## config.mk

```make
export PLATFORM = sky130hd
export DESIGN_NAME = sdp_y_int_cvt
export DESIGN_NICKNAME = d
export VERILOG_FILES = /design/src/sdp_y_cvt_pkg.sv /design/src/sdp_y_int_cvt.sv
export SDC_FILE = /design/constraint.sdc
export NUM_CORES = 2
export LEC_CHECK = 0
export BUFFER_PORTS_ARGS = -buffer_cell sky130_fd_sc_hd__buf_2
export CELL_PAD_IN_SITES_DETAIL_PLACEMENT = 2
export CELL_PAD_IN_SITES_GLOBAL_PLACEMENT = 2
export CORE_MARGIN = 2
export CORE_UTILIZATION = 35
export DETAILED_ROUTE_END_ITERATION = 12
export PLACE_DENSITY = 0.79
export SLEW_MARGIN = 20
export SYNTH_ARGS = -nofsm -noshare
export SYNTH_HDL_FRONTEND = slang
export SYNTH_SLANG_ARGS = --single-unit
```

## constraint.sdc

```tcl
create_clock -name nvdla_core_clk -period 19.2 [get_ports nvdla_core_clk]
set_input_delay 3.84 -clock nvdla_core_clk [delete_from_list [all_inputs] [get_ports nvdla_core_clk]]
set_output_delay 3.84 -clock nvdla_core_clk [all_outputs]
set_load 0.01 [all_outputs]
```

## src/sdp_y_cvt_pkg.sv

```systemverilog
// shared widths and serializer states; lane count and fifo depth are fixed here, not per instance
package sdp_y_cvt_pkg;

  // ========================================
  // datapath widths
  // ========================================

  // parallel converter lanes per vector
  localparam int lanes = 4;

  // lane index width, used for the output lane number
  localparam int lane_aw = $clog2(lanes);

  // one input element, signed
  localparam int in_dw = 16;

  // one converted element, signed and saturated
  localparam int out_dw = 32;

  // (element - offset) is out_dw+1 bits, times 16-bit scale
  localparam int mul_dw = 49;

  // ========================================
  // buffer sizing
  // ========================================

  // whole lane vectors held between converters and serializer
  localparam int fifo_depth = 4;

  // pointer width, depth must stay a power of two
  localparam int fifo_aw = $clog2(fifo_depth);

  // ========================================
  // serializer states
  // ========================================

  typedef enum logic [0:0] {
    ser_idle = 1'b0,
    ser_send = 1'b1
  } ser_state_t;

endpackage

```

## src/sdp_y_int_cvt.sv

```systemverilog
// single lane, 2-cycle latency; cfg_* must be held static while data is in flight
`timescale 1ns/1ns

module sdp_y_int_cvt import sdp_y_cvt_pkg::*; (
  input  logic              nvdla_core_clk,
  input  logic              rst_n,
  input  logic              cfg_cvt_bypass,
  input  logic [31:0]       cfg_cvt_offset,
  input  logic [15:0]       cfg_cvt_scale,
  input  logic [5:0]        cfg_cvt_truncate,
  input  logic [in_dw-1:0]  cvt_data_in,
  input  logic              cvt_in_pvld,
  output logic              cvt_in_prdy,
  output logic              cvt_out_pvld,
  input  logic              cvt_out_prdy,
  output logic [out_dw-1:0] cvt_data_out
);

  // ========================================
  // stage 1: offset and scale
  // ========================================

  logic signed [out_dw:0]     sub_val;
  logic signed [mul_dw-1:0]   mul_val;
  logic signed [mul_dw-1:0]   byp_val;
  logic signed [mul_dw-1:0]   s1_data;
  logic                       s1_vld;

  // shared enable moves both stages together
  logic                       pipe_en;

  // one extra bit so element minus offset never wraps
  assign sub_val = $signed(cvt_data_in) - $signed(cfg_cvt_offset);
  assign mul_val = sub_val * $signed(cfg_cvt_scale);

  // bypass just sign-extends the element
  assign byp_val = $signed(cvt_data_in);

  // advance when stage 2 is free or being drained
  assign pipe_en     = !cvt_out_pvld || cvt_out_prdy;
  assign cvt_in_prdy = pipe_en;

  always_ff @(posedge nvdla_core_clk) begin
    if (!rst_n) begin
      s1_vld <= 1'b0;
    end else if (pipe_en) begin
      s1_vld <= cvt_in_pvld;
    end
  end

  // stage 1 data register
  always_ff @(posedge nvdla_core_clk) begin
    if (pipe_en && cvt_in_pvld) begin
      s1_data <= cfg_cvt_bypass ? byp_val : mul_val;
    end
  end

  // ========================================
  // stage 2: round, shift, saturate
  // ========================================

  logic [5:0]                 trunc_m1;
  logic signed [mul_dw-1:0]   shr_m1;
  logic signed [mul_dw-1:0]   shr_val;
  logic signed [mul_dw-1:0]   rnd_val;
  logic [mul_dw-out_dw:0]     rnd_top;
  logic                       ovf;
  logic [out_dw-1:0]          sat_val;
  logic [out_dw-1:0]          s2_data;
  logic                       s2_vld;

  // shift one short first so the next bit out is the rounding bit
  // adding it equals adding half an lsb before the full shift
  assign trunc_m1 = cfg_cvt_truncate - 6'd1;
  assign shr_m1   = s1_data >>> trunc_m1;

  always_comb begin
    if (cfg_cvt_truncate == 6'd0) begin
      shr_val = s1_data;
      rnd_val = s1_data;
    end else begin
      shr_val = shr_m1 >>> 1;
      // shr_val has at least one bit of headroom here
      rnd_val = shr_val + $signed({{(mul_dw-1){1'b0}}, shr_m1[0]});
    end
  end

  // out of range when bits above the result sign differ
  assign rnd_top = rnd_val[mul_dw-1:out_dw-1];
  assign ovf     = !(&rnd_top) && (|rnd_top);

  always_comb begin
    if (!ovf) begin
      sat_val = rnd_val[out_dw-1:0];
    end else if (rnd_val[mul_dw-1]) begin
      // clamp to most negative
      sat_val = {1'b1, {(out_dw-1){1'b0}}};
    end else begin
      // clamp to most positive
      sat_val = {1'b0, {(out_dw-1){1'b1}}};
    end
  end

  always_ff @(posedge nvdla_core_clk) begin
    if (!rst_n) begin
      s2_vld <= 1'b0;
    end else if (pipe_en) begin
      s2_vld <= s1_vld;
    end
  end

  always_ff @(posedge nvdla_core_clk) begin
    if (pipe_en && s1_vld) begin
      // bypass values already fit and skip rounding
      s2_data <= cfg_cvt_bypass ? s1_data[out_dw-1:0] : sat_val;
    end
  end

  assign cvt_out_pvld = s2_vld;
  assign cvt_data_out = s2_data;

endmodule

```

==> results.txt <==
The number of pins with negative max-slew slack in the final report is 0. The cts-stage hold buffer count came out at 0. The post-synth design cell area came out at around 0.028 mm^2. The worst setup path is launched from a primary input. In this run the cell area measured after placement is about 0.030 mm^2. The core outline area is about 0.079 mm^2. The net count of the mapped netlist came out at between 3000 and 4000. STA classifies the critical path endpoint as a flip-flop. At the worst endpoint, the arrival time is 15030 ps. The residual antenna-violating net count after detailed routing is 0.

The number of core rows is a little over 100. The count of pins on the block boundary came out at 109. Across the routed clock network, the largest skew measured is about 16 ps. The worst slew margin relative to its limit is 0.271. The fraction of layout cells with a size suffix above 1 is 0.109.

The unique cell type count in the Yosys netlist is 95. The tool flagged a number of max-cap violations equal to 0. The proportion of synthesized chip area in sequential cells came out at 0.0880.

The post-route DRC violation count is 0. Summing all flip-flop and latch instances after layout gives ~0.0025 mm^2. The first-pass iteration count of the detailed router is 5. The number of fill cells came out at 8820. The post-CTS repair timing setup buffer count came out at 0. The summed area of non-filler cells in the final layout is roughly 0.03 mm^2.

The clock net in this run drives a total of between 80 and 90 sinks. The maximum fanout count along the critical path came out at 16. The largest buffer count on any clock path came out at 2. CTS built an H-tree with a depth of 3.

In the final design database the tool counted between 3000 and 4000 nets. The count of placed standard cells including taps came out at slightly above 4000. By instance count, the cell type seen most on the critical path is sky130_fd_sc_hd__fa_1.

The routed via count divided by cell count came out at approximately 5.6. The wire length reported by the detailed router is about 100000 um. The library cell with the largest summed area after synthesis is sky130_fd_sc_hd__fa_1. Setup repair after global routing left no endpoint under its margin. The worst setup path is of the in -> reg kind. The hold violation total from the final report is 0. In the final routed layout, each cell accounts on average for 24.8 um. The routed layout has between 20000 and 25000 vias.

In this run the worst hold path is classified as reg -> reg. The weighted congestion at the end of routability-driven global placement is 0.909. For this run, the slowest stage of the critical path takes roughly 970 ps. The critical path data required time came out at ~19000 ps. The clock-pin transition on the worst setup and hold timing paths came out at approximately 70 ps. The timing-limited maximum frequency is 0.0669 GHz.

The count of flip-flops with a built-in enable after synthesis came out at 81. The synthesized-area fraction occupied by and/or/nand/nor cells is 0.164. The reg2reg setup slack is roughly 13000 ps.

The area growth from synthesis to layout came out at 6.47%. Among all stages on the critical path, the largest delay is contributed by sky130_fd_sc_hd__a2111oi_1. The number of buffers added on ports is roughly 110. The tree is rooted in a sky130_fd_sc_hd__clkbuf_16. The number of CTS-inserted buffers is 9. The area of the multi-input gates is approximately 0.023 mm^2.

The final standard cell count with taps included and fillers excluded is between 4000 and 5000. Of the total synthesized cell area, the portion taken by full adders, half adders and majority gates is 0.425. The number of antenna violations at the first check in global routing came to 3.

The post-detailed-placement half-perimeter wirelength came out at approximately 81000 um. The global route total overflow came out at 0. The most used flip-flop cell after synthesis is sky130_fd_sc_hd__edfxtp_1. After layout, the minimum clock period comes to roughly 15000 ps. Of the total synthesized cell area, the portion taken by XOR and XNOR cells is 0.0388.

The summed negative setup slack over all endpoints is 0 ps. The starting density of the core is 0.354. The clock network latency to the later pin of the worst-skew pair is around 380 ps. The count of mapped cells out of synthesis is ~3100. The portion of synthesized area spent on multiplexers is 0.0783. The number of instances resized during post-cts repair is 0. The vertical die dimension came out at roughly 290 um. The synthesized design contains slightly above 80 register bits. TritonCTS built the clock tree. For this run, the total global-route usage over all layers was measured as 0.253. After synthesis, the largest family of logic cells by area is adder cells. The pin count of the biggest net entering global routing came out at 64. The iteration-0 DRC count of the detailed router is between 1000 and 1500. The first-pass GRT wire length came out at ~160000 um. The number of global-route vias before repair was 26800. Sorting the synthesized cells by area gives the leading types as sky130_fd_sc_hd__fa_1 (36%), sky130_fd_sc_hd__edfxtp_1 (8.7%), sky130_fd_sc_hd__inv_1 (7.8%). The share of synthesized area in the top cell type comes to 0.357. The total of warnings raised by yosys came out at 0.

The fraction of synthesis flops using an asynchronous set or reset pin came out at 0. The setup violation total in the final timing report came out at 0. The transition time at the pin with the least slew margin came out at between 1000 and 1500 ps.

The die footprint came out at 0.0826 mm^2. The share of the cycle needed by the critical path after routing came out at 0.779. The floorplan die width is 287 um.

The flow ran to the end, and the final reports show no timing, DRC or antenna violations. A synthesized cell averages between 9 and 10 um^2. The post-synthesis compound-gate area fraction is 0.0995. The tightest hold path in the finished design has a slack of between 500 and 600 ps.
## final cells by class
class | count | share of cell area
flip-flops and latches | 83 | 0.0827
clock inverters | 7 | 0.00280
inverters | 585 | 0.0734
repair buffers | 161 | 0.0314
well taps | 1050 | 0.0439
multi-input cells | 2238 | 0.758
diodes | 1 | 0.0000837
clock buffers | 9 | 0.00753
## layer usage
metal,track usage,up-vias,part of all wire
met3,0.0234,194,0.052
met1,0.326,12200,0.42
met5,0.00349,-,0.00053
li1,-,9850,-
met4,0.0671,4,0.027
met2,0.452,727,0.51
## layout by cell type (no fill, tap or decap), drive strengths merged, types with 36 or more instances in the layout
cell type	n
buf	161
nor3	36
mux2i	36
a21o	40
xor2	48
nand3	44
a21oi	82
nand2	398
mux2	43
o21ai	96
xnor2	74
and2	192
fa	501
nor2	104
inv	588
ha	152
mux4	60
edfxtp	81
## worst paths after layout
kind	start	end	cells past startpoint
setup / recovery	cfg_cvt_offset[0]	s1_data[47]	39
hold / removal	s1_vld	cvt_out_pvld	2
setup reg to reg	s1_data[48]	cvt_data_out[13]	17
hold reg to reg	s1_vld	cvt_out_pvld	2
## flip-flops by register name, summed over array words and instances (netlist names)
signal / cells
s1_data: 49
cvt_data_out: 32
cvt_out_pvld: 1
s1_vld: 1
## cells by family after synthesis
kind of cell	after synthesis
and+or+nand+nor	921
buffers and inverters	744
adders and majority gates	653
AOI/OAI and AO/OA	403
muxes	139
xor gates and xnor gates	122
DFF	83
## critical path: cells and delay by family
kind	cells	cell delay (ps)
buffers and inverters	5	580
AOI/OAI and AO/OA	16	4580
adders and majority gates	9	3970
xor gates and xnor gates	2	370
and+or+nand+nor	7	1650
## cells in the mapped netlist, types with 47 or more instances
| master | instances |
|---|---|
| sky130_fd_sc_hd__inv_1 | 584 |
| sky130_fd_sc_hd__and2_1 | 192 |
| sky130_fd_sc_hd__a21oi_1 | 81 |
| sky130_fd_sc_hd__ha_1 | 152 |
| sky130_fd_sc_hd__xor2_1 | 47 |
| sky130_fd_sc_hd__fa_1 | 501 |
| sky130_fd_sc_hd__nand2_1 | 396 |
| sky130_fd_sc_hd__nor2_1 | 101 |
| sky130_fd_sc_hd__clkbuf_1 | 100 |
| sky130_fd_sc_hd__edfxtp_1 | 81 |
| sky130_fd_sc_hd__o21ai_0 | 91 |
| sky130_fd_sc_hd__xnor2_1 | 72 |
| sky130_fd_sc_hd__mux4_2 | 60 |
## through the flow
| stage | util | worst slack [ps] |
|---|---|---|
| floorplan | - | 6000 |
| global placement | 0.373 | 4390 |
| detailed placement | 0.373 | 3590 |
| CTS | 0.377 | 3770 |
| global route | 0.377 | 3620 |
| finish | 0.377 | 4240 |
Power is left out: the tool's default activity adds up to more than one toggle a clock period on the data nets, which glitch-free logic cannot reach.
