**config.mk**
```make
export PLATFORM = sky130hd
export DESIGN_NAME = sdp_y_cvt_serializer
export DESIGN_NICKNAME = d
export VERILOG_FILES = /design/src/sdp_y_cvt_pkg.sv /design/src/sdp_y_cvt_serializer.sv
export SDC_FILE = /design/constraint.sdc
export NUM_CORES = 1
export LEC_CHECK = 0
export ABC_AREA = 1
export BUFFER_PORTS_ARGS = -buffer_cell sky130_fd_sc_hd__clkbuf_2
export CORE_ASPECT_RATIO = 0.8
export CORE_MARGIN = 2
export CORE_UTILIZATION = 40
export DETAILED_ROUTE_END_ITERATION = 6
export PLACE_DENSITY = 0.7
export SYNTH_ARGS = -nofsm -noshare
export SYNTH_HDL_FRONTEND = slang
export SYNTH_SLANG_ARGS = --single-unit
```
**constraint.sdc**
```tcl
create_clock -name nvdla_core_clk -period 10.45 [get_ports nvdla_core_clk]
set_input_delay 2.09 -clock nvdla_core_clk [delete_from_list [all_inputs] [get_ports nvdla_core_clk]]
set_output_delay 2.09 -clock nvdla_core_clk [all_outputs]
set_load 0.03 [all_outputs]
```
**src/sdp_y_cvt_pkg.sv**
```systemverilog
// shared widths and serializer states; lane count and fifo depth are fixed here, not per instance
package sdp_y_cvt_pkg;

  // ========================================
  // datapath widths
  // ========================================

  // parallel converter lanes per vector
  localparam int lanes = 4;

  // lane index width, used for the output lane number
  localparam int lane_aw = $clog2(lanes);

  // one input element, signed
  localparam int in_dw = 16;

  // one converted element, signed and saturated
  localparam int out_dw = 32;

  // (element - offset) is out_dw+1 bits, times 16-bit scale
  localparam int mul_dw = 49;

  // ========================================
  // buffer sizing
  // ========================================

  // whole lane vectors held between converters and serializer
  localparam int fifo_depth = 4;

  // pointer width, depth must stay a power of two
  localparam int fifo_aw = $clog2(fifo_depth);

  // ========================================
  // serializer states
  // ========================================

  typedef enum logic [0:0] {
    ser_idle = 1'b0,
    ser_send = 1'b1
  } ser_state_t;

endpackage

```
**src/sdp_y_cvt_serializer.sv**
```systemverilog
// emits lanes 0..lanes-1 in order; a new vector loads only when idle or on the last beat
`timescale 1ns/1ns

module sdp_y_cvt_serializer import sdp_y_cvt_pkg::*; (
  input  logic                    nvdla_core_clk,
  input  logic                    rst_n,
  input  logic                    vec_pvld,
  output logic                    vec_prdy,
  input  logic [lanes*out_dw-1:0] vec_data,
  output logic                    cvt_out_pvld,
  input  logic                    cvt_out_prdy,
  output logic [out_dw-1:0]       cvt_out_data,
  output logic [1:0]              cvt_out_lane,
  output logic                    cvt_out_last
);

  ser_state_t              state;
  logic [lane_aw-1:0]      lane_cnt;
  logic [lanes*out_dw-1:0] vec_reg;

  logic                    beat_xfer;
  logic                    last_beat;
  logic                    vec_load;

  // ========================================
  // beat and load conditions
  // ========================================

  assign cvt_out_pvld = (state == ser_send);
  assign beat_xfer    = cvt_out_pvld && cvt_out_prdy;
  assign last_beat    = (lane_cnt == lane_aw'(lanes - 1));

  // take the next vector while the last lane goes out, no bubble
  assign vec_prdy = (state == ser_idle) || (beat_xfer && last_beat);
  assign vec_load = vec_pvld && vec_prdy;

  // ========================================
  // fsm and lane counter
  // ========================================

  always_ff @(posedge nvdla_core_clk) begin
    if (!rst_n) begin
      state    <= ser_idle;
      lane_cnt <= '0;
    end else if (vec_load) begin
      state    <= ser_send;
      lane_cnt <= '0;
    end else if (beat_xfer) begin
      if (last_beat) begin
        state <= ser_idle;
      end else begin
        lane_cnt <= lane_cnt + 1'b1;
      end
    end
  end

  // held vector, payload only
  always_ff @(posedge nvdla_core_clk) begin
    if (vec_load) begin
      vec_reg <= vec_data;
    end
  end

  // lane select from the held vector
  assign cvt_out_data = vec_reg[lane_cnt*out_dw +: out_dw];
  assign cvt_out_lane = lane_cnt;
  assign cvt_out_last = cvt_out_pvld && last_beat;

endmodule

```
==> reports/summary.txt, run 1 <==
run status - completed
Iteration-0 DRC Markers - 152
max FFs per register - 128
# H-tree levels - 4
critical setup path kind - primary input to primary output
Critical Path AT - 2.59 ns
syn_area_per_cell - 13.6 um2
gp weighted congestion - 0.761
Die W - 129 um
max cap viols - 0
maximum VDD drop - 0.101 mV
worst reg-to-reg path cell count - 7
total track usage - 16.4%
multi-input logic area - 922 um2
core area - 0.0122 mm2
Worst setup EP type - primary output
Vias/cell - 4.81
Starting Density - 40.9%
most frequent cell after synthesis - edfxtp_1
Achievable Freq - 0.213 GHz
Commonest cells post-synth - edfxtp_1 (128), nor2_1 (97), o21ai_1 (72)
Synth Instances - 367
Hold Crit Depth - 4
vias in the first global route - 3,402
fin crit period - 4.68 ns
Worst-path clk slew - 0.05 ns
mean routed wirelength per cell - 14.9 um
IO Pins - 169
postcts setup bufs - 0
post-CTS sizing - 0
via count - 3,362
Final setup viols - 0
first-pass GRT wire length - 16,500 um
worst skew pair latency - 0.42 ns
synthesized cell area - 0.00498 mm2
Final Slew Violations - 0
max_slew headroom - 26.3%
Hold Crit Start - cvt_out_lane[1]
setup TNS - 0 ns
Post-synth EDFFs - 128
reg-to-reg endpoint - vec_reg[116]
CTS tree - built
synth warn - 0
unrepaired setup endpoints after global routing - false
Total Wirelength - 10,400 um
CTS root buf - clkbuf_16
R2R Setup Slk - 7.09 ns
Fin Clk Skew - 0.00885 ns
Post-DRT Antenna Nets - 0
Worst-Margin Slew - 1.10 ns
post-synth top area share - 77.2%
post-DP HPWL - 6630 um
Yosys reg bits - 131
Hold Crit Class - flop to flop
largest net degree at the start of global routing - 68
Async SR Flop Fraction - 0%
Mapped Nets - 500
final hold violation count - 0
sequential element share of the synthesized area - 78.4%
height of the die - 104 um
I/O Buffers - 168
CP Launch Type - primary input
gr ovfl total - 0
Area contributors post-synth - edfxtp_1 (77%), nor2_1 (7.3%), o21ai_1 (7.2%), o21ai_0 (2.4%), dfxtp_1 (1.2%)
Placed Instance Area - 0.00590 mm2
Initial DRT Pass Iterations - 4
area growth from synthesis to layout - 28.7%
Reg area - 0.00391 mm2
Final Cell Area - 0.00640 mm2
Pleak - 0.00260 uW
ANT cells - 0
Final #Nets - 669
hold_buf cts - 0
RR Startpoint - cvt_out_lane[0]
pwr dens - 192 mW/mm2
Sink Count - 131
Worst Hold Path EP - cvt_out_lane[1]
leading area contributor after synthesis - edfxtp_1
FP Rows - 36
Post-synth top flop - edfxtp_1
Fillers - 1,050
initial antenna violation count - 0
die area - 0.0134 mm2
worst path required time - 8.36 ns
part of the cycle the worst path needs - 44.8%
layout cell share with drive strength beyond 1 - 36.7%
TritonCTS Buffers - 17
DRC viols - 0
clock tree buffer depth - 2
crit-path max FO - 4
Yosys cell types - 17
==> critical path, stage by stage <==
cell and delay [ns]:
clkbuf_2 0.11, nand2_1 0.05, nand2_1 0.12, clkbuf_2 0.22
==> metrics by stage <==
| step | worst slack [ns] | total power [uW] | util, % | hold WS (ns) | cells |
|---|---|---|---|---|---|
| floorplan | 4.94 | 695 | - | 0.686 | 367 |
| global placement | 5.78 | 734 | 48.5 | 0.573 | 669 |
| detailed placement | 5.77 | 738 | 48.5 | 0.606 | 669 |
| CTS | 5.76 | 1240 | 52.7 | 0.614 | 699 |
| global route | 5.72 | 1280 | 52.7 | 0.658 | 699 |
| finish | 5.77 | 1230 | 52.7 | 0.605 | 699 |
==> cells in the final DEF (no fill, tap or decap), types with 2 or more instances in the layout <==
master      synthesis  routed
edfxtp_1          128     128
o21ai_1            72      72
inv_1               5       4
a21oi_1             2       2
nand2_1            10      10
nor2_1             97      97
buf_4               4       2
clkinvlp_4          0       4
dfxtp_1             3       2
clkinv_2            1       6
nand4_1             2       2
clkbuf_16           0      17
o21ai_0            24      24
clkbuf_2            0     168
clkbuf_1            4       2
==> metal layers <==
layer / vias to the layer above / part of all wire (%) / global-route usage, %
met1: 1561 / 44 / 20.6
met2: 114 / 46 / 24.5
met3: 23 / 7.1 / 5.53
li1: 1664 / - / -
met4: 0 / 2.7 / 9.70
met5: - / 0 / 0
==> kinds of logic (layout without fill, tap and decap cells) <==
group,count (synthesis),count (layout),share of synthesized area (%)
simple gates,110,110,8.42
buf+inv,27,207,3.04
compound gates,98,98,9.85
flops,131,131,78.4
fa+ha+maj,1,1,0.251
==> cell type report <==
type	count	area share (%)
tap	152	2.97
clock buffer	19	6.76
inverter	7	0.469
timing repair buffer	170	13.4
multi-input combinational	209	14.4
clock inverter	11	1.06
sequential	131	61.0
==> report_power, final <==
| group | internal, uW | switching, uW |
|---|---|---|
| logic | 34.1 | 67.4 |
| registers | 617 | 7.85 |
| clock network | 296 | 208 |
==> worst max path at each step <==
stage | from | to | slack, ns | cells past startpoint
floorplan | cvt_out_prdy | vec_reg[0] | 4.94 | 4
global placement | cvt_out_prdy | vec_prdy | 5.78 | 4
detailed placement | cvt_out_prdy | vec_prdy | 5.77 | 4
CTS | cvt_out_prdy | vec_prdy | 5.76 | 4
global route | cvt_out_prdy | vec_prdy | 5.72 | 4
finish | cvt_out_prdy | vec_prdy | 5.77 | 4
(Power assumes the default switching activity.)
==> run 2, diff against run 1 <==
--- a/config.mk
+++ b/config.mk
@@ -5,13 +5,13 @@
 export SDC_FILE = /design/constraint.sdc
 export NUM_CORES = 1
 export LEC_CHECK = 0
-export ABC_AREA = 1
+export ABC_AREA = 0
 export BUFFER_PORTS_ARGS = -buffer_cell sky130_fd_sc_hd__clkbuf_2
 export CORE_ASPECT_RATIO = 0.8
 export CORE_MARGIN = 2
 export CORE_UTILIZATION = 40
 export DETAILED_ROUTE_END_ITERATION = 6
-export PLACE_DENSITY = 0.7
+export PLACE_DENSITY = 0.73
 export SYNTH_ARGS = -nofsm -noshare
 export SYNTH_HDL_FRONTEND = slang
 export SYNTH_SLANG_ARGS = --single-unit
==> constraint.sdc (replaced) <==
create_clock -name nvdla_core_clk -period 4.03 [get_ports nvdla_core_clk]
set_input_delay 0.806 -clock nvdla_core_clk [delete_from_list [all_inputs] [get_ports nvdla_core_clk]]
set_output_delay 0.806 -clock nvdla_core_clk [all_outputs]
set_load 0.03 [all_outputs]
==> run 2 against run 1 <==
Clock-buffer cell count is 2 lower. Via count is 24% lower. Clock power grew to 2.9 times the previous value. Sequential power grew to 2.6 times the previous value. Combinational power is 140% higher. Global-route usage is 1.8 points lower. Die area is 3.2% lower. Total power grew to 2.7 times the previous value. Non-clock buffer count is 4 higher.
==> reports/summary.txt, run 2 <==
Final setup viols - 0
Final #Nets - 502
Worst setup EP type - primary output
Commonest cells post-synth - edfxtp_1 (128), mux4_2 (29)
most frequent cell after synthesis - edfxtp_1
fin cells - 530
max_slew headroom - 55.3%
initial antenna violation count - 0
gr ovfl total - 0
Worst Hold Path EP - vec_reg[87]
R2R Setup Slk - 1.54 ns
Mapped Nets - 317
Die W - 127 um
Post-DRT Antenna Nets - 0
IO Pins - 169
Area contributors post-synth - edfxtp_1 (80%), mux4_2 (14%), mux4_1 (1.6%), buf_12 (1.2%), dfxtp_1 (1.2%)
Hold Crit Depth - 1
sequential element share of the synthesized area - 81.2%
RR Startpoint - cvt_out_lane[0]
synthesized cell area - 0.00481 mm2
unrepaired setup endpoints after global routing - false
worst path required time - 3.22 ns
TritonCTS Buffers - 17
DRC viols - 0
Synth Instances - 184
commonest non-fill, non-tap cell in the layout - clkbuf_2
total track usage - 14.6%
Sink Count - 131
post-CTS sizing - 0
Post-synth top flop - edfxtp_1
critical setup path kind - flop to primary output
via count - 2,541
multi-input logic area - 816 um2
Final Slew Violations - 0
post-DP HPWL - 6360 um
pwr dens - 517 mW/mm2
# H-tree levels - 4
Hold Crit Class - primary input to flop
Async SR Flop Fraction - 0%
FP Rows - 35
maximum VDD drop - 0.262 mV
Initial DRT Pass Iterations - 4
reg-to-reg endpoint - vec_reg[104]
first-pass GRT wire length - 13,700 um
Reg area - 0.00391 mm2
postcts setup bufs - 0
clock tree buffer depth - 2
area growth from synthesis to layout - 33.3%
crit-path max FO - 19
run status - completed
ANT cells - 0
Fin Clk Skew - 0.00615 ns
post-synth top area share - 79.9%
final hold violation count - 0
Worst-Margin Slew - 0.671 ns
Place WS - 1.34 ns
Iteration-0 DRC Markers - 142
CP Launch Type - flop
Pleak - 0.00248 uW
CTS root buf - clkbuf_16
largest net degree at the start of global routing - 49
Starting Density - 41.4%
core area - 0.0116 mm2
synth warn - 0
gp weighted congestion - 0.744
Fillers - 885
Critical Path AT - 2.25 ns
hold_buf cts - 0
part of the cycle the worst path needs - 75.9%
Total Wirelength - 9070 um
Post-synth EDFFs - 128
fin worst setup slack - 0.973 ns
setup TNS - 0 ns
max FFs per register - 128
Worst-path clk slew - 0.06 ns
worst skew pair latency - 0.40 ns
Yosys cell types - 18
number of placed instances, taps included - 498
fin crit period - 3.06 ns
I/O Buffers - 168
Hold Crit Start - vec_data[87]
leading area contributor after synthesis - edfxtp_1
layout cell share with drive strength beyond 1 - 62.0%
syn_area_per_cell - 26.1 um2
Yosys reg bits - 131
most frequent cells in the layout - clkbuf_2 (168), edfxtp_1 (128), mux4_2 (29)
height of the die - 102 um
die area - 0.0129 mm2
Achievable Freq - 0.327 GHz
max cap viols - 0
Vias/cell - 4.79
mean routed wirelength per cell - 17.1 um
vias in the first global route - 2,692
worst reg-to-reg path cell count - 4
CTS tree - built
run 2: cell types whose count changed in the layout (fill, tap and decap cells not counted), moves of 3 or more:
cell	before	now
buf_12	0	3
mux4_1	0	3
nand2_1	10	0
clkinv_2	6	0
o21ai_1	72	0
nor2_1	97	2
clkinv_4	1	4
inv_6	0	6
o21ai_0	24	1
mux4_2	0	29
run 2: routing by layer:
metal  global-route usage [%]  up-vias  wire (um)
met5                        0        -          0
met1                     18.2     1248       3710
met2                     23.4      117       4400
li1                         -     1163          -
met4                     5.33        0        113
met3                     5.76       13        840
run 2: where the power goes:
group	switching [uW]	internal [uW]	total, uW
registers	23.8	1590	1610
clock network	597	865	1460
logic	135	111	245
run 2: cells by family after synthesis:
group / count (synthesis) / synth area share, %
fa+ha+maj: 1 / 0.260
compound gates: 3 / 0.416
mux: 33 / 15.4
buf+inv: 10 / 2.03
xor+xnor: 1 / 0.182
flops: 131 / 81.2
simple gates: 5 / 0.520
run 2: metrics by stage:
| step | util [%] | cell area, um2 | hold slack, ns | power [uW] |
|---|---|---|---|---|
| after global placement | 50.3 | 5840 | 0.647 | 1880 |
| after detailed placement | 50.3 | 5840 | 0.636 | 1890 |
| final | 55.2 | 6410 | 0.570 | 3320 |
| after CTS | 55.2 | 6410 | 0.551 | 3360 |
| after global routing | 55.2 | 6410 | 0.549 | 3440 |
| after floorplan | - | 4820 | 0.743 | 1770 |
run 2: worst max-delay path, stage by stage (launching register included):
cell and delay (ns):
dfxtp_2 0.76, buf_12 0.27, mux4_1 0.59, clkbuf_2 0.21
run 2: area by class of cell:
type | instances | share of cell area [%]
tap | 148 | 2.89
clock inverter | 15 | 2.30
timing repair buffer | 174 | 14.4
clock buffer | 17 | 6.64
inverter | 2 | 0.117
multi-input combinational | 43 | 12.7
sequential | 131 | 60.9
run 2: worst max path at each step:
stage,cells after the start,from,endpoint,slack (ns)
final,3,cvt_out_lane[0],cvt_out_data[0],0.97
after CTS,3,cvt_out_lane[0],cvt_out_data[0],0.88
after global routing,3,cvt_out_lane[0],cvt_out_data[0],0.79
after detailed placement,3,cvt_out_lane[0],cvt_out_data[0],1.34
after global placement,3,cvt_out_lane[0],cvt_out_data[0],1.38
after floorplan,2,cvt_out_prdy,vec_reg[0],0.69
