<file path="src/sdp_y_cvt_pkg.sv">
// shared widths and serializer states; lane count and fifo depth are fixed here, not per instance
package sdp_y_cvt_pkg;

  // ========================================
  // datapath widths
  // ========================================

  // parallel converter lanes per vector
  localparam int lanes = 4;

  // lane index width, used for the output lane number
  localparam int lane_aw = $clog2(lanes);

  // one input element, signed
  localparam int in_dw = 16;

  // one converted element, signed and saturated
  localparam int out_dw = 32;

  // (element - offset) is out_dw+1 bits, times 16-bit scale
  localparam int mul_dw = 49;

  // ========================================
  // buffer sizing
  // ========================================

  // whole lane vectors held between converters and serializer
  localparam int fifo_depth = 4;

  // pointer width, depth must stay a power of two
  localparam int fifo_aw = $clog2(fifo_depth);

  // ========================================
  // serializer states
  // ========================================

  typedef enum logic [0:0] {
    ser_idle = 1'b0,
    ser_send = 1'b1
  } ser_state_t;

endpackage

</file>
<file path="src/sdp_y_cvt_fifo.sv">
// fifo_depth must be a power of two; push when full is accepted only alongside a pop
`timescale 1ns/1ns

module sdp_y_cvt_fifo import sdp_y_cvt_pkg::*; (
  input  logic                    nvdla_core_clk,
  input  logic                    rst_n,
  input  logic                    push_pvld,
  output logic                    push_prdy,
  input  logic [lanes*out_dw-1:0] push_data,
  output logic                    pop_pvld,
  input  logic                    pop_prdy,
  output logic [lanes*out_dw-1:0] pop_data
);

  // ========================================
  // storage and pointers
  // ========================================

  logic [lanes*out_dw-1:0] mem [fifo_depth];
  logic [fifo_aw-1:0]      wr_ptr;
  logic [fifo_aw-1:0]      rd_ptr;
  logic [fifo_aw:0]        count;

  logic                    push_xfer;
  logic                    pop_xfer;
  logic                    full;

  assign full = (count == (fifo_aw+1)'(fifo_depth));

  // a pop in the same cycle frees the slot we write into
  assign push_prdy = !full || pop_prdy;
  assign pop_pvld  = (count != '0);
  assign pop_data  = mem[rd_ptr];

  assign push_xfer = push_pvld && push_prdy;
  assign pop_xfer  = pop_pvld && pop_prdy;

  // entry array, payload only
  always_ff @(posedge nvdla_core_clk) begin
    if (push_xfer) begin
      mem[wr_ptr] <= push_data;
    end
  end

  // ========================================
  // control
  // ========================================

  always_ff @(posedge nvdla_core_clk) begin
    if (!rst_n) begin
      wr_ptr <= '0;
      rd_ptr <= '0;
      count  <= '0;
    end else begin
      // pointers wrap naturally at power-of-two depth
      if (push_xfer) begin
        wr_ptr <= wr_ptr + 1'b1;
      end
      if (pop_xfer) begin
        rd_ptr <= rd_ptr + 1'b1;
      end
      // occupancy, unchanged on simultaneous push and pop
      if (push_xfer && !pop_xfer) begin
        count <= count + 1'b1;
      end else if (pop_xfer && !push_xfer) begin
        count <= count - 1'b1;
      end
    end
  end

endmodule

</file>
<file path="config.mk">
export PLATFORM = sky130hd
export DESIGN_NAME = sdp_y_cvt_fifo
export DESIGN_NICKNAME = d
export VERILOG_FILES = /design/src/sdp_y_cvt_pkg.sv /design/src/sdp_y_cvt_fifo.sv
export SDC_FILE = /design/constraint.sdc
export NUM_CORES = 1
export LEC_CHECK = 0
export ABC_AREA = 1
export ABC_CLOCK_PERIOD_IN_PS = 9200
export BUFFER_PORTS_ARGS = -buffer_cell sky130_fd_sc_hd__buf_2
export CORE_MARGIN = 2
export CORE_UTILIZATION = 57
export DETAILED_ROUTE_END_ITERATION = 10
export PLACE_DENSITY = 0.79
export SYNTH_ARGS = -nofsm -noshare
export SYNTH_HDL_FRONTEND = slang
export SYNTH_SLANG_ARGS = --single-unit
</file>
<file path="constraint.sdc">
create_clock -name nvdla_core_clk -period 9.2 [get_ports nvdla_core_clk]
set_clock_uncertainty 0.2 [all_clocks]
set_input_delay 0.46 -clock nvdla_core_clk [delete_from_list [all_inputs] [get_ports nvdla_core_clk]]
set_output_delay 0.46 -clock nvdla_core_clk [all_outputs]
set_load 0.02 [all_outputs]
</file>
==> results of run 1 <==
-- metrics by stage --
step	instances	total power [mW]	cell area (um2)	util (%)	hold slack (ns)
after floorplan	1308	4.15	19800	-	0.265
after global placement	1954	4.57	21300	61.9	0.294
after detailed placement	1954	4.62	21300	61.9	0.300
after CTS	2171	6.48	24000	69.8	0.00604
after global routing	2173	6.72	24000	69.8	0.0384
final	2174	6.46	24000	69.8	0.0247
-- flip-flops by register name (all words and copies together), names as in the netlist, named ones only --
name    count
count       3
mem       512
rd_ptr      2
wr_ptr      2
-- layout make-up --
type	count	area share [%]
clock inverters	21	0.401
well taps	455	2.37
inverters	17	0.308
diodes	3	0.0313
multi-input cells	686	15.2
flip-flops and latches	521	64.8
clock buffers	67	5.57
repair buffers	404	11.3
-- path summary, 6_finish.rpt --
path	start	end	slack, ns
max	register	pop_data[120]	5.21
min	push_pvld	wr_ptr[1]$_SDFFE_PN0P_	0.02
max reg2reg	count[0]$_SDFFE_PN0P_	mem[3][71]$_DFFE_PP_	5.77
min reg2reg	count[1]$_SDFFE_PN0P_	count[1]$_SDFFE_PN0P_	0.32
-- power breakdown --
part / internal, mW / leakage (nW) / switching [mW] / total, mW
registers: 2.82 / 4.77 / 0.0805 / 2.90
logic: 0.516 / 2.94 / 1.21 / 1.73
clock network: 1.01 / 0.698 / 0.820 / 1.83
-- worst max-delay path, cell delays in order (launching register included) --
cell and delay [ns]:
dfxtp_4 0.48, inv_8 0.64, buf_4 0.87, o21ai_0 0.23
o22ai_1 0.26, buf_2 0.22
-- layer usage --
metal | global-route usage, % | share of wire, % | vias up
met5 | 0 | 0.029 | -
met4 | 7.54 | 2.5 | 2
met3 | 6.00 | 8.1 | 94
met2 | 41.6 | 50 | 500
met1 | 31.0 | 39 | 6136
li1 | - | - | 5673
-- cells by family (layout without fill, tap and decap cells) --
group,count (synthesis),after routing,share of synthesized area [%]
xor gates and xnor gates,1,1,0.0442
DFF,521,521,78.5
buffers and inverters,101,509,3.23
AOI/OAI and AO/OA,390,390,11.9
adders and majority gates,6,6,0.417
other,0,3,0
and+or+nand+nor,289,289,5.89
-- cells in the mapped netlist (9+ instances only) --
cell      count  share of area, %
o22ai_1      88               2.8
nand2_1      15              0.28
edfxtp_1    512                78
buf_6        17              0.97
nor2_1      239               4.5
buf_4         9              0.34
clkbuf_1     36              0.68
nor2_2       30              0.95
buf_2        16              0.40
dfxtp_1       9              0.91
inv_1        14              0.27
o22ai_2      40               2.5
o21ai_1     112               2.8
o21ai_0     145               3.7
-- repair_timing --
action	CTS	global route
endpoints found under the hold margin	516	0
hold buffers	129	0
gates resized for setup	0	0
==> run summary, run 1 <==
The number of global-route vias before repair came out at 12600. The headroom to the max-slew limit came out at 24.3%. The tree built by TritonCTS fans out to 521 sinks. The post-layout worst setup margin is 5.21 ns.

The biggest fanout along the worst timing path is 170. The critical path is of the register to output pin type. Buffers added to address setup during post-CTS repair amount to 0. The net count of the mapped netlist is 1446.

The power per unit of standard cell area is 269 nW/um2. The final weighted congestion in routability-driven placement came out at 0.761. The run finished with clean final reports. The final cycle utilization of the critical path came out at 43.3%. In this run the deepest clock path goes through 3 buffers. The CTS buffer count is 49. Measured in cells, the most critical reg-to-reg path has a length of 6. The clock slew at the register clock pins of the worst setup and hold paths came out at 0.06 ns. The shortest period the worst path allows is 3.99 ns.

The number of warning messages in the yosys log came out at 0. The worst setup slack before clock tree synthesis came out at 5.63 ns. The DRC violation count after routing is 0. The netlist area before placement is 19800 um2. The area of the die is 36300 um2. The cell row count is 68. The setup total negative slack came out at 0 ns. The via count came out at 12400.

The layout filler cell count came out at 2225. The first global-routing pass estimated 68.2 mm of wire. The count of pins on the block boundary came out at 262.

The data required time of the worst path is 8.54 ns. The upper clock frequency limit is 251 MHz. The multi-input combinational cells in the finished layout cover a total of 3650 um2. The total congestion overflow came out at 0. The buffer cell driving the clock tree root is clkbuf_16. The count of flip-flops with a built-in enable after synthesis is 512.

The depth of the worst hold-timing path is 3. The number of antenna violations at the first check in global routing came to 3. The number of vias per cell after detailed routing came out at 5.71. Across the run, the number of max-cap violations was 0. The share of final-layout standard cells stronger than drive strength 1 is 24.1%.

TritonCTS built the clock tree. The HPWL after detailed placement is 23.3 mm. In this run the number of H-tree levels came out at 2. The final wirelength came out at 45.0 mm.

The main flop type after synthesis is edfxtp_1. The total routing usage reported by global routing came out at 24.4%. The share of synthesized registers carrying an async set or reset is 0%. Summing the sequential cell areas from Yosys gives 78.5% of the chip area. The count of nets left with antenna violations after detail routing came out at 0. Summing all flip-flop and latch instances after layout gives 15600 um2. In this run the worst hold path is classified as input pin to register.

In the synthesized netlist, the number of instances is 1308. In this run, synthesis produced a sequential element count of 521. The count of buffers inserted at the top-level ports came out at 261. The core footprint is 34400 um2.

The detailed router finished its first iteration with 902 violations. The slew of the pin with the lowest slew margin is 1.13 ns. The starting utilization of the core area came out at 57.6%.

The horizontal die dimension is 190 um. The count of cell types in the netlist came out at 24. The leakage power is 8.41 nW.

The chip height is 190 um. The net count of the finished layout came out at 1817. The arrival time at the worst endpoint came out at 3.33 ns. Setup repair after global routing left no endpoint under its margin. In the layout the commonest cells are 512 x edfxtp_1, 261 x buf_2, 235 x nor2_1, 145 x o21ai_0, 129 x dlygate4sd3_1. The maximum VDD drop is 0.000208 V. The layout overhead on the synthesized area came out at 21.1%.

Leaving out fill and tap cells, the most frequent cell in the layout is edfxtp_1. The latest clock arrival within the worst-skew pair came out at 0.56 ns. The maximum number of pins on one net before global-route repair came out at 171.

The sort of element at the start of the critical path is a register. The worst setup path is captured at an output pin. After detailed routing, the average wire length per cell comes to 20.7 um. The first-pass iteration count of the detailed router is 5.

The number of pins with negative max-slew slack in the final report came out at 0. The final hold violation count came out at 0. Setup violations remaining at the end of the flow were counted as 0.

The synthesized area per cell came out at 15.1 um2.
(Power assumes the default switching activity.)
==> run 2: changes to the inputs <==
- ABC_AREA: 1 -> 0
- ABC_CLOCK_PERIOD_IN_PS: 9200 -> 3600
- CORE_UTILIZATION: 57 -> 51
- PLACE_DENSITY: 0.79 -> 0.75
- clock period: 9.2 -> 3.6 ns (I/O delays scaled with it)
==> run 2 against run 1 <==
Compared with the run above:
- worst setup slack worse by 4.5 ns
- flip-flop and latch count unchanged
- routed wire length is 18% lower
==> run summary, run 2 <==
The flip-flop count of the largest register after layout came out at 512 (unchanged). The synthesized area per cell came out at 26.3 um2 (was 15.1 um2). The main flop type after synthesis is edfxtp_1 (unchanged). The combinational share of power is 23.8% (was 26.7%). The critical path capture point type is an output pin (unchanged). The HPWL after detailed placement is 21.6 mm (was 23.3 mm). The chip height came out at 196 um (was 190 um). The total of cells resized after clock tree synthesis is 0 (unchanged). The maximum number of pins on one net before global-route repair is 75 (was 171). The shortest period the worst path allows came out at 2.88 ns. The count of nets left with antenna violations after detail routing came out at 0 (unchanged).

The worst setup slack for register-to-register paths came to 1.01 ns (was 5.77 ns). The internal portion of total power was 11.9 mW (was 4.35 mW). The top register by number of flip-flops is mem (unchanged). The final hold violation count came out at 0 (unchanged). The depth of the worst register-to-register path was 8 (was 6). The netlist area before placement came out at 18900 um2 (was 19800 um2).

The share of synthesized registers carrying an async set or reset is 0% (unchanged). The arrival time at the worst endpoint came out at 2.50 ns (was 3.33 ns). The final wirelength is 37.0 mm (was 45.0 mm). The layout overhead on the synthesized area was 26.5% (was 21.1%).

The total routing usage reported by global routing is 19.7% (was 24.4%). The buffer cell driving the clock tree root was clkbuf_16 (unchanged). The share of final-layout standard cells stronger than drive strength 1 was 40.9% (was 24.1%). The maximum VDD drop is 0.000497 V (was 0.000208 V). The area fraction of the dominant cell type after synthesis is 81.5% (was 77.6%).

The number of vias per cell after detailed routing was 5.44 (was 5.71). The area of the die is 38500 um2 (was 36300 um2). The startpoint-to-endpoint class of the critical path is register to output pin (unchanged). The depth of the worst hold-timing path was 2 (was 3).

The number of pins with negative max-slew slack in the final report is 0 (unchanged). The final cell count without fillers came out at 1660 (was 2174). The switching power summed over all nets came to 4.53 mW (was 2.11 mW).

The post-layout worst setup margin came out at 0.720 ns (was 5.21 ns). The hold path endpoint is mem[2][22]$_DFFE_PP_ (was wr_ptr[1]$_SDFFE_PN0P_). The area of placed instances came out at 20900 um2 (was 21300 um2). The setup violation total in the final timing report came to 0 (unchanged).

The worst hold path class is input pin to register (unchanged). The final weighted congestion in routability-driven placement is 0.718 (was 0.761). The count of maximum capacitance violations is 0 (unchanged).

The setup total negative slack is 0 ns (unchanged). The initial DRC count came out at 511 (was 902). The sort of element at the start of the critical path is a register (unchanged). The final instance area is 23900 um2 (was 24000 um2). The number of antenna violations at the first check in global routing was 3 (unchanged). The cell type with the highest aggregate area in the netlist is edfxtp_1 (unchanged). The CTS sink count is 521 (unchanged). The total congestion overflow is 0 (unchanged).

The critical register-to-register path endpoint is count[2]$_SDFFE_PN0P_ (was mem[3][71]$_DFFE_PP_). The core footprint came out at 36500 um2 (was 34400 um2). The via count came out at 9038 (was 12400).

The power per unit of standard cell area was 688 nW/um2 (was 269 nW/um2). The count of flip-flops with a built-in enable after synthesis came to 512 (unchanged). The data required time of the worst path came out at 3.22 ns (was 8.54 ns).

The launch instance of the worst min-delay path is push_data[22] (was push_pvld). The slew of the pin with the lowest slew margin is 0.816 ns (was 1.13 ns). The wire length per cell after detailed routing came out at 22.3 um (was 20.7 um). The utilization after layout came out at 65.3% (was 69.8%). Run status: finished clean (unchanged). The first-pass iteration count of the detailed router came to 4 (was 5). Derived from the worst setup path, the maximum achievable clock frequency is 347 MHz. The CTS tree is done (unchanged). The sequential share of power was 45.1% (was 44.9%). The number of warning messages in the yosys log is 0 (unchanged). Regs by FF count: mem: 512 flops, count: 3 flops (unchanged). The portion of the post-synthesis area used by sequential elements came out at 82.5% (was 78.5%). The flop and latch count out of synthesis came out at 521 (unchanged). The latest clock arrival within the worst-skew pair is 0.56 ns (about the same). The starting utilization of the core area was 51.6% (was 57.6%). The count of cell types in the netlist was 26 (was 24). The quantity of hold-fixing buffers added after cts came out at 132 (was 129). The net count of the finished layout is 1290 (was 1817).

The largest buffer count on any clock path came to 3 (unchanged). The clock slew at the register clock pins of the worst setup and hold paths was 0.06 ns (about the same). The number of global-route vias before repair is 9795 (was 12600). The headroom to the max-slew limit was 45.6% (was 24.3%).

The cell row count came out at 70 (was 68). The net count of the mapped netlist was 854 (was 1446). The horizontal die dimension is 196 um (was 190 um). The count of H-tree levels built during CTS is 2 (unchanged). Commonest cells in the netlist: 512 x edfxtp_1, 128 x mux4_2, 14 x buf_2 (was 512 x edfxtp_1, 239 x nor2_1, 145 x o21ai_0).

The clock share of power is 31.1% (was 28.4%). The synthesized instance count came out at 716 (was 1308). The count of pins on the block boundary was 262 (unchanged). The cell count after placement was 1434 (was 1954). The CTS buffer count is 52 (was 49).

The biggest fanout along the worst timing path is 31 (was 170). The critical register-to-register path startpoint is count[0]$_SDFFE_PN0P_ (unchanged). The worst setup slack before clock tree synthesis is 1.04 ns (was 5.63 ns). The leakage power is 8.09 nW (was 8.41 nW).

The count of buffers added by post-CTS timing repair for setup came out at 0 (unchanged). Top library cells by usage in the layout, fill and taps aside: 512 x edfxtp_1, 261 x buf_2, 132 x dlygate4sd3_1, 128 x mux4_2, 53 x clkbuf_16 (was 512 x edfxtp_1, 261 x buf_2, 235 x nor2_1, 145 x o21ai_0, 129 x dlygate4sd3_1). The final critical path takes up 80.0% of the cycle. The count of buffers inserted at the top-level ports is 261 (unchanged). The switching share of power was 27.6% (was 32.7%). The DRC violation count after routing is 0 (unchanged).

Ranking of synthesized cells by area: edfxtp_1 82%, mux4_2 15%, dfxtp_1 0.96%, buf_2 0.37%, ha_1 0.33% (was edfxtp_1 78%, nor2_1 4.5%, o21ai_0 3.7%, o21ai_1 2.8%, o22ai_1 2.8%). The commonest non-fill, non-tap cell in the layout is edfxtp_1 (unchanged). Unrepaired setup endpoints after global routing: false (unchanged). The library cell with the highest instance count after synthesis is edfxtp_1 (unchanged).

The wire length of the first global-routing pass came out at 56.5 mm (was 68.2 mm).
## run 2: kinds of logic (layout without fill, tap and decap cells)
logic type                 count (synthesis)  count (layout)  share of synthesized area, %
muxes                                    130             130                          15.4
xor gates and xnor gates                   4               4                         0.186
DFF                                      521             521                          82.5
AOI/OAI and AO/OA                          5               5                         0.179
adders and majority gates                  6               6                         0.438
other                                      0               1                             0
and+or+nand+nor                           17              17                         0.557
buffers and inverters                     33             508                         0.770
## run 2: power groups by stage
stage | combinational (mW) | sequential, mW | clock (mW)
after global placement | 3.82 | 7.50 | 0
final | 3.91 | 7.40 | 5.11
after detailed placement | 3.84 | 7.53 | 0
after floorplan | 2.64 | 7.41 | 0
after global routing | 4.16 | 7.45 | 5.46
after CTS | 3.98 | 7.41 | 5.23
## run 2: cell type report
type	count	area, um2
diodes	1	2.50
clock buffers	60	1350
clock inverters	33	267
fillers	2341	12700
inverters	3	11.3
multi-input cells	162	3180
flip-flops and latches	521	15600
well taps	468	586
repair buffers	412	2900
## run 2: stage by stage
stage	hold slack, ns	total power [mW]
6_report	0.159	16.4
5_1_grt	0.150	17.1
4_1_cts	0.119	16.6
3_5_place_dp	0.194	11.4
3_3_place_gp	0.191	11.3
2_1_floorplan	0.0789	10.0
## run 2: worst max-delay path by stage
stage	startpoint	end	slack, ns	cells past startpoint
2_1_floorplan	count[0]$_SDFFE_PN0P_	mem[0][0]$_DFFE_PP_	0.60	3
3_3_place_gp	count[0]$_SDFFE_PN0P_	count[2]$_SDFFE_PN0P_	1.13	8
3_5_place_dp	count[0]$_SDFFE_PN0P_	count[2]$_SDFFE_PN0P_	1.04	8
4_1_cts	register	pop_data[55]	0.60	3
5_1_grt	register	pop_data[55]	0.55	3
6_report	register	pop_data[55]	0.72	3
## run 2: routing by layer
metal  vias up  wire (um)  part of all wire, %  global-route usage (%)
li1       3987          -                    -                       -
met1      4680      14800                   40                    25.7
met2       292      18700                   51                    32.9
met3        75       2560                  6.9                    4.59
met4         4        971                  2.6                    7.01
met5         -         26                0.070                       0
## run 2: worst max-delay path: stages (launching register included)
cell	delay [ns]
dfxtp_4	0.81
buf_4	0.37
mux4_2	0.56
buf_2	0.19
